<file path="config.mk">
export PLATFORM = sky130hd
export DESIGN_NAME = abacus_top
export DESIGN_NICKNAME = d
export VERILOG_FILES = /design/src/source/abacus_pkg.sv /design/src/source/abacus_regs.sv /design/src/source/instr_classifier.sv /design/src/source/instr_profiler.sv /design/src/source/cache_profiler.sv /design/src/source/abacus_top.sv
export SDC_FILE = /design/constraint.sdc
export NUM_CORES = 2
export LEC_CHECK = 0
export ABC_CLOCK_PERIOD_IN_PS = 63700
export BUFFER_PORTS_ARGS = -buffer_cell sky130_fd_sc_hd__buf_2
export CAP_MARGIN = 5
export CORE_MARGIN = 2
export CORE_UTILIZATION = 40
export DETAILED_ROUTE_END_ITERATION = 8
export PLACE_DENSITY_LB_ADDON = 0.25
export SLEW_MARGIN = 20
export SYNTH_ARGS = -nofsm -noshare
export SYNTH_HDL_FRONTEND = slang
export SYNTH_SLANG_ARGS = --single-unit
</file>
<file path="constraint.sdc">
create_clock -name S_AXI_ACLK -period 63.7 [get_ports S_AXI_ACLK]
set_input_delay 12.74 -clock S_AXI_ACLK [delete_from_list [all_inputs] [get_ports S_AXI_ACLK]]
set_output_delay 12.74 -clock S_AXI_ACLK [all_outputs]
set_load 0.01 [all_outputs]
</file>
<file path="src/source/abacus_pkg.sv">
package abacus_pkg;

	// Bus and counter widths
	localparam int DATA_W = 32;
	localparam int ADDR_W = 32;
	localparam int INSTR_W = 32;

	// Number of counted instruction classes and cache counters
	localparam int NUM_CLASSES = 11;
	localparam int NUM_CACHE_COUNTERS = 8;

	// Register offsets from the base address
	localparam logic [ADDR_W-1:0] INSTR_ENABLE_OFS = 32'h0000_0004;
	localparam logic [ADDR_W-1:0] CACHE_ENABLE_OFS = 32'h0000_0008;
	localparam logic [ADDR_W-1:0] INSTR_COUNTER_OFS = 32'h0000_0100;
	localparam logic [ADDR_W-1:0] CACHE_COUNTER_OFS = 32'h0000_0200;

	// RISC-V major opcodes, instruction bits 6:0
	typedef enum logic [6:0] {
		OPC_LOAD = 7'b0000011,
		OPC_STORE = 7'b0100011,
		OPC_OP_IMM = 7'b0010011,
		OPC_OP = 7'b0110011,
		OPC_BRANCH = 7'b1100011,
		OPC_JAL = 7'b1101111,
		OPC_JALR = 7'b1100111,
		OPC_SYSTEM = 7'b1110011,
		OPC_AMO = 7'b0101111
	} opcode_e;

	// Profiling classes, the value is also the counter index
	typedef enum logic [3:0] {
		LOAD_WORD = 4'd0,
		STORE_WORD = 4'd1,
		ADDITION = 4'd2,
		SUBTRACTION = 4'd3,
		LOGICAL = 4'd4,
		SHIFT = 4'd5,
		COMPARISON = 4'd6,
		BRANCH = 4'd7,
		JUMP = 4'd8,
		SYSTEM_PRIV = 4'd9,
		ATOMIC = 4'd10,
		CLASS_NONE = 4'd15
	} instr_class_e;

	// One counter per class, indexed by class value
	typedef logic [NUM_CLASSES-1:0][DATA_W-1:0] instr_counts_t;

	// Cache counters in register map order, ic_request first
	typedef struct packed {
		logic [DATA_W-1:0] ic_request;
		logic [DATA_W-1:0] ic_hit;
		logic [DATA_W-1:0] ic_miss;
		logic [DATA_W-1:0] ic_fill;
		logic [DATA_W-1:0] dc_request;
		logic [DATA_W-1:0] dc_hit;
		logic [DATA_W-1:0] dc_miss;
		logic [DATA_W-1:0] dc_fill;
	} cache_counts_t;

	// Event inputs from the two caches
	typedef struct packed {
		logic ic_request;
		logic ic_miss;
		logic ic_fill_busy;
		logic dc_request;
		logic dc_hit;
		logic dc_fill_busy;
	} cache_events_t;

	// Wishbone master request
	typedef struct packed {
		logic cyc;
		logic stb;
		logic we;
		logic [ADDR_W-1:0] adr;
		logic [DATA_W-1:0] dat;
	} wb_req_t;

endpackage

</file>
<file path="src/source/abacus_regs.sv">
`timescale 1ns/1ps

module abacus_regs
	import abacus_pkg::*;
#(
	parameter logic [ADDR_W-1:0] ABACUS_BASE_ADDR = 32'hF003_0000
)
(
	input logic S_AXI_ACLK,
	input logic rst,
	input wb_req_t wb_req_i,
	output logic [DATA_W-1:0] wb_dat_o,
	output logic wb_ack_o,
	input instr_counts_t instr_counts_i,
	input cache_counts_t cache_counts_i,
	output logic instr_en_o,
	output logic cache_en_o
);

	localparam logic [ADDR_W-1:0] INSTR_EN_ADDR = ABACUS_BASE_ADDR + INSTR_ENABLE_OFS;
	localparam logic [ADDR_W-1:0] CACHE_EN_ADDR = ABACUS_BASE_ADDR + CACHE_ENABLE_OFS;
	localparam logic [ADDR_W-1:0] INSTR_CNT_ADDR = ABACUS_BASE_ADDR + INSTR_COUNTER_OFS;
	localparam logic [ADDR_W-1:0] CACHE_CNT_ADDR = ABACUS_BASE_ADDR + CACHE_COUNTER_OFS;
	localparam int INSTR_IDX_W = $clog2(NUM_CLASSES);
	localparam int CACHE_IDX_W = $clog2(NUM_CACHE_COUNTERS);

	logic access;
	logic first_edge;
	logic ack_q;
	logic [DATA_W-1:0] instr_en_q;
	logic [DATA_W-1:0] cache_en_q;
	logic [ADDR_W-1:0] instr_ofs;
	logic [ADDR_W-1:0] cache_ofs;
	logic instr_hit;
	logic cache_hit;
	logic [INSTR_IDX_W-1:0] instr_idx;
	logic [CACHE_IDX_W-1:0] cache_idx;
	logic [DATA_W-1:0] rd_data;

	assign access = wb_req_i.cyc & wb_req_i.stb;
	// Access is new when no acknowledge is pending
	assign first_edge = access & ~ack_q;

	always_ff @(posedge S_AXI_ACLK or posedge rst)
	begin
		if (rst)
		begin
			ack_q <= 1'b0;
			instr_en_q <= '0;
			cache_en_q <= '0;
		end
		else
		begin
			ack_q <= first_edge;
			if (first_edge && wb_req_i.we)
			begin
				if (wb_req_i.adr == INSTR_EN_ADDR)
					instr_en_q <= wb_req_i.dat;
				else if (wb_req_i.adr == CACHE_EN_ADDR)
					cache_en_q <= wb_req_i.dat;
			end
		end
	end

	// Counter windows are word aligned and bounded by the counter count
	assign instr_ofs = wb_req_i.adr - INSTR_CNT_ADDR;
	assign cache_ofs = wb_req_i.adr - CACHE_CNT_ADDR;
	assign instr_hit = (instr_ofs[1:0] == 2'b00) &&
		(instr_ofs[ADDR_W-1:2] < (ADDR_W-2)'(NUM_CLASSES));
	assign cache_hit = (cache_ofs[1:0] == 2'b00) &&
		(cache_ofs[ADDR_W-1:2] < (ADDR_W-2)'(NUM_CACHE_COUNTERS));
	assign instr_idx = instr_ofs[INSTR_IDX_W+1:2];
	assign cache_idx = cache_ofs[CACHE_IDX_W+1:2];

	always_comb
	begin
		rd_data = '0;
		if (access && !wb_req_i.we)
		begin
			if (wb_req_i.adr == INSTR_EN_ADDR)
				rd_data = instr_en_q;
			else if (wb_req_i.adr == CACHE_EN_ADDR)
				rd_data = cache_en_q;
			else if (instr_hit)
				rd_data = instr_counts_i[instr_idx];
			else if (cache_hit)
			begin
				case (cache_idx)
					3'd0: rd_data = cache_counts_i.ic_request;
					3'd1: rd_data = cache_counts_i.ic_hit;
					3'd2: rd_data = cache_counts_i.ic_miss;
					3'd3: rd_data = cache_counts_i.ic_fill;
					3'd4: rd_data = cache_counts_i.dc_request;
					3'd5: rd_data = cache_counts_i.dc_hit;
					3'd6: rd_data = cache_counts_i.dc_miss;
					default: rd_data = cache_counts_i.dc_fill;
				endcase
			end
		end
	end

	assign wb_dat_o = rd_data;
	assign wb_ack_o = ack_q;
	assign instr_en_o = instr_en_q[0];
	assign cache_en_o = cache_en_q[0];

endmodule

</file>
<file path="src/source/instr_classifier.sv">
`timescale 1ns/1ps

module instr_classifier
	import abacus_pkg::*;
(
	input logic [INSTR_W-1:0] instr_i,
	output instr_class_e class_o
);

	opcode_e opcode;
	logic [2:0] funct3;
	logic alt_bit;

	assign opcode = opcode_e'(instr_i[6:0]);
	assign funct3 = instr_i[14:12];
	// Bit 30 separates sub from add in register-register ops
	assign alt_bit = instr_i[30];

	always_comb
	begin
		class_o = CLASS_NONE;
		case (opcode)
			OPC_LOAD: class_o = LOAD_WORD;
			OPC_STORE: class_o = STORE_WORD;
			OPC_BRANCH: class_o = BRANCH;
			OPC_JAL,
			OPC_JALR: class_o = JUMP;
			OPC_SYSTEM: class_o = SYSTEM_PRIV;
			OPC_AMO: class_o = ATOMIC;
			OPC_OP,
			OPC_OP_IMM:
			begin
				case (funct3)
					3'b000:
					begin
						if (opcode == OPC_OP && alt_bit)
							class_o = SUBTRACTION;
						else
							class_o = ADDITION;
					end
					3'b100,
					3'b110,
					3'b111: class_o = LOGICAL;
					3'b001,
					3'b101: class_o = SHIFT;
					default: class_o = COMPARISON;
				endcase
			end
			// LUI, AUIPC, fences and the like are not counted
			default: class_o = CLASS_NONE;
		endcase
	end

endmodule

</file>
<file path="src/source/instr_profiler.sv">
`timescale 1ns/1ps

module instr_profiler
	import abacus_pkg::*;
(
	input logic S_AXI_ACLK,
	input logic rst,
	input logic en_i,
	input logic issued_i,
	input instr_class_e class_i,
	output instr_counts_t counts_o
);

	instr_counts_t counts_q;
	logic count_en;

	// Only counted classes take part
	assign count_en = en_i & issued_i & (class_i != CLASS_NONE);

	always_ff @(posedge S_AXI_ACLK or posedge rst)
	begin
		if (rst)
		begin
			counts_q <= '0;
		end
		else if (count_en)
		begin
			for (int k = 0; k < NUM_CLASSES; k++)
			begin
				if (class_i == instr_class_e'(k))
					counts_q[k] <= counts_q[k] + DATA_W'(1);
			end
		end
	end

	assign counts_o = counts_q;

endmodule

</file>
<file path="src/source/cache_profiler.sv">
`timescale 1ns/1ps

module cache_profiler
	import abacus_pkg::*;
(
	input logic S_AXI_ACLK,
	input logic rst,
	input logic en_i,
	input cache_events_t ev_i,
	output cache_counts_t counts_o
);

	logic ic_hit;
	logic ic_miss;
	logic dc_hit;
	logic dc_miss;
	logic [NUM_CACHE_COUNTERS-1:0] inc;
	logic [NUM_CACHE_COUNTERS-1:0][DATA_W-1:0] cnt_q;

	// Icache reports misses, dcache reports hits
	assign ic_miss = ev_i.ic_request & ev_i.ic_miss;
	assign ic_hit = ev_i.ic_request & ~ev_i.ic_miss;
	assign dc_hit = ev_i.dc_request & ev_i.dc_hit;
	assign dc_miss = ev_i.dc_request & ~ev_i.dc_hit;

	// MSB first so the vector lines up with cache_counts_t
	assign inc = {
		ev_i.ic_request,
		ic_hit,
		ic_miss,
		ev_i.ic_fill_busy,
		ev_i.dc_request,
		dc_hit,
		dc_miss,
		ev_i.dc_fill_busy
	};

	always_ff @(posedge S_AXI_ACLK or posedge rst)
	begin
		if (rst)
		begin
			cnt_q <= '0;
		end
		else if (en_i)
		begin
			for (int i = 0; i < NUM_CACHE_COUNTERS; i++)
			begin
				if (inc[i])
					cnt_q[i] <= cnt_q[i] + DATA_W'(1);
			end
		end
	end

	assign counts_o = cache_counts_t'(cnt_q);

endmodule

</file>
<file path="src/source/abacus_top.sv">
`timescale 1ns/1ps

module abacus_top
	import abacus_pkg::*;
#(
	parameter logic [ADDR_W-1:0] ABACUS_BASE_ADDR = 32'hF003_0000
)
(
	input logic S_AXI_ACLK,
	input logic rst,
	input wb_req_t wb_req_i,
	output logic [DATA_W-1:0] wb_dat_o,
	output logic wb_ack_o,
	input logic [INSTR_W-1:0] instr_i,
	input logic instr_issued_i,
	input cache_events_t cache_ev_i
);

	logic instr_en;
	logic cache_en;
	instr_class_e instr_class;
	instr_counts_t instr_counts;
	cache_counts_t cache_counts;

	abacus_regs #(
		.ABACUS_BASE_ADDR(ABACUS_BASE_ADDR)
	) u_regs (
		.S_AXI_ACLK(S_AXI_ACLK),
		.rst(rst),
		.wb_req_i(wb_req_i),
		.wb_dat_o(wb_dat_o),
		.wb_ack_o(wb_ack_o),
		.instr_counts_i(instr_counts),
		.cache_counts_i(cache_counts),
		.instr_en_o(instr_en),
		.cache_en_o(cache_en)
	);

	instr_classifier u_classifier (
		.instr_i(instr_i),
		.class_o(instr_class)
	);

	instr_profiler u_instr_prof (
		.S_AXI_ACLK(S_AXI_ACLK),
		.rst(rst),
		.en_i(instr_en),
		.issued_i(instr_issued_i),
		.class_i(instr_class),
		.counts_o(instr_counts)
	);

	cache_profiler u_cache_prof (
		.S_AXI_ACLK(S_AXI_ACLK),
		.rst(rst),
		.en_i(cache_en),
		.ev_i(cache_ev_i),
		.counts_o(cache_counts)
	);

endmodule

</file>
==> metrics.md <==
| Metric | Value |
|---|---|
| Synth top cells by count | `dfrtp_1 (673), xnor2_1 (417), nand2_1 (276)` |
| DR pass1 iterations | `7` |
| DIE AREA | `91000 um^2` |
| Switching portion of total power | `22.8%` |
| Initial Utilization | `40.2%` |
| Number of global-route vias before repair | `25.9k` |
| CTS tree | `yes` |
| WP data arrival | `16.90 ns` |
| Most used routing layer | `met2` |
| Synthesized cell area | `35400 um^2` |
| Clock sinks | `673` |
| XOR/XNOR Fraction of Synth Area | `14.7%` |
| GR Util met3 | `3.16%` |
| GRT Residual Overflow | `0` |
| Initial antenna violation count | `4` |
| Hold WC Path Type | `reg2reg` |
| Number of diodes | `0` |
| Peak VDD IR | `0.0000189 V` |
| CTS resizes | `0` |
| Gate power share | `4.3%` |
| Worst-margin pin slew | `1.19 ns` |
| Drt wl/cell | `22.1 um` |
| Avg Synthesized Cell Area | `10.7 um^2` |
| Finished Cell Area | `40000 um^2` |
| Max-slew violations | `0` |
| Clock buffer count from CTS | `74` |
| CTS HTree Levels | `3` |
| WL final | `103000 um` |
| Max Cap Viol | `0` |
| CP Launch Type | `input port` |
| Largest net degree at the start of global routing | `162` |
| Main combinational cell family by area after synthesis | `simple AND/OR/NAND/NOR gates` |
| CP required | `50.96 ns` |
| RSZ-0062 raised after global routing | `no` |
| DRC viols | `0` |
| Initial drt markers | `2448` |
| Internal power | `0.706 mW` |
| Hold Fails Final Rpt | `0` |
| Via count | `26.3k` |
| Placer congestion estimate | `0.888` |
| Met2 GRT Util | `36.4%` |
| # nets final | `3556` |
| Port Buf Inserts | `119` |
| Ratio of final minimum period to clock period | `46.5%` |
| Syn-to-layout area delta | `12.8%` |
| Post-synth top area share | `47.5%` |
| P_leak | `17.9 nW` |
| Dpl hpwl | `74400 um` |
| Max Clk Rate | `33.7 MHz` |
| Synth Area in Compound Gates | `6.11%` |
| Clock Skew | `0.0216 ns` |
| Synth area leader | `dfrtp_1` |
| Post-synth EDFFs | `0` |
| DP Area | `37400 um^2` |
| Register area share after synthesis | `47.5%` |
| Most common cell in the netlist | `dfrtp_1` |
| GRT Total Usage | `22.9%` |
| Cells after Synth | `3320` |
| Ys async rst share | `100%` |
| Crit path kind | `in2out` |
| Status | `complete, no violations` |
| Post-route total power | `0.915 mW` |
| Cell count after placement | `4517` |
| Area contributors post-synth | `dfrtp_1 (48%), xnor2_1 (10%), mux4_2 (4.8%)` |
| Synth Area in Simple Gates | `18.3%` |
| Sequential share of power | `46.7%` |
| Clk root buf | `clkbuf_16` |
| Distinct cells, synth | `74` |
| #FFs+latches synth | `673` |
| Routed vias/inst | `5.66` |
| Adder-Cell Fraction of Synth Area | `0.706%` |
| Chip height | `302 um` |
| DIE WIDTH | `302 um` |
| IO Pins | `141` |
| Setup Fix Bufs, Post-CTS | `0` |
| Clock tree buffer depth | `3` |
| Finished Layout Cells | `4650` |
| Setup TNS | `0 ns` |
| Clock share of power | `49.0%` |
| Final setup fails | `0` |
| Synth warn | `0` |
| Row count | `109` |
| First-pass GRT wire length | `160000 um` |
| Normalized max-slew margin | `20.5%` |
| Mux cell area share after synthesis | `10.5%` |
| Power density over the cells | `22.9 nW/um^2` |
| R2R setup slack | `60.35 ns` |
| Core area | `88100 um^2` |
| Hold-fix buffers, CTS | `0` |
| Layout cell share with drive strength beyond 1 | `14.4%` |
| CTS clk-pin slew, worst paths | `0.06 ns` |
| CP max FO | `14` |
| Antenna-violating nets left | `0` |
| Psw | `0.208 mW` |
| M1 GR Usage | `32.9%` |
| Syn Nets | `3448` |
| Fin crit period | `29.64 ns` |
| Top FF cell, synth | `dfrtp_1` |
| Kind of end point of the critical path | `output pin` |
| Skew-Pair Late Insertion Delay | `0.62 ns` |
power groups by stage:
| stage | clock [mW] | sequential, mW | combinational, mW |
|---|---|---|---|
| after floorplan | 0 | 0.436 | 0.0239 |
| after global placement | 0 | 0.435 | 0.0395 |
| after detailed placement | 0 | 0.435 | 0.0395 |
| after CTS | 0.457 | 0.427 | 0.0396 |
| after global routing | 0.475 | 0.427 | 0.0428 |
| final | 0.448 | 0.428 | 0.0391 |
critical path, stage by stage:
cell and delay [ns]:
buf_2 0.13, or4_1 0.66, nor4_4 0.42, nand4_1 0.61
o21ai_0 0.58, nor3_2 0.06, buf_4 0.19, nand2_1 0.63
o221ai_1 0.56, buf_2 0.29
layer usage:
metal  vias up  wire (um)
met4         2       2450
met1     13305      46900
li1      12139          -
met2       713      47900
met3       151       5700
met5         -         13
per-stage QoR:
stage / setup slack (ns) / hold WS [ns] / utilization (%)
5_1_grt: 33.90 / 0.478 / 45.4
6_report: 34.06 / 0.451 / 45.4
4_1_cts: 34.05 / 0.453 / 45.4
3_3_place_gp: 34.08 / 0.445 / 42.5
2_1_floorplan: 32.10 / 0.436 / -
3_5_place_dp: 34.06 / 0.445 / 42.5
kinds of logic (layout without fill, tap and decap cells):
group	Yosys count	count (layout)
muxes	263	263
adders and majority gates	20	20
xor gates and xnor gates	595	595
AOI/OAI and AO/OA	311	311
and+or+nand+nor	1264	1264
buffers and inverters	194	359
DFF	673	673
area by class of cell:
| class | instances | area [um^2] |
|---|---|---|
| clock inverter | 23 | 258 |
| sequential | 673 | 16800 |
| tap | 1165 | 1460 |
| clock buffer | 110 | 2280 |
| multi-input combinational | 2453 | 17900 |
| inverter | 63 | 244 |
| timing repair buffer | 163 | 982 |
| fill | 8359 | 48100 |
registers in the layout, summed over array words and instances (netlist names):
name,cells
u_instr_prof.counts_o,352
u_cache_prof.counts_o,256
u_regs.cache_en_q,32
u_regs.instr_en_q,32
u_regs.wb_ack_o,1
final timing paths:
path | startpoint | end | depth (start not counted)
worst max-delay path | wb_req_i[52] | wb_dat_o[28] | 10
worst min-delay path | u_regs.wb_ack_o | u_regs.wb_ack_o | 1
worst max register to register | u_regs.cache_en_q[0] | u_cache_prof.counts_o[255] | 6
worst min register to register | u_regs.wb_ack_o | u_regs.wb_ack_o | 1
max in group asynchronous | rst | u_instr_prof.counts_o[27] | 4
min in group asynchronous | rst | u_cache_prof.counts_o[192] | 2
placed cells by master (no fill, tap or decap), types with 10 or more instances in the layout:
cell type	instances
dfrtp_1	673
xnor2_1	417
nand2_1	276
nor2_1	241
nand3_1	220
xor2_1	178
nand4_1	159
buf_2	116
mux2_2	104
and3_1	91
mux2i_1	83
clkbuf_16	77
mux4_2	76
a21oi_1	66
nor3_1	65
inv_1	62
and4_1	51
a22oi_1	42
buf_4	42
and2_1	38
o22ai_1	36
nor4_1	35
o21ai_0	29
clkbuf_8	23
a221oi_1	22
o221ai_1	20
ha_1	20
o211ai_1	15
nand2b_1	13
o22a_1	13
clkinv_2	13
or3_1	12
a31oi_1	12
nor2b_1	11
clkbuf_1	10
Note: power is estimated with default switching activity, not from simulation.
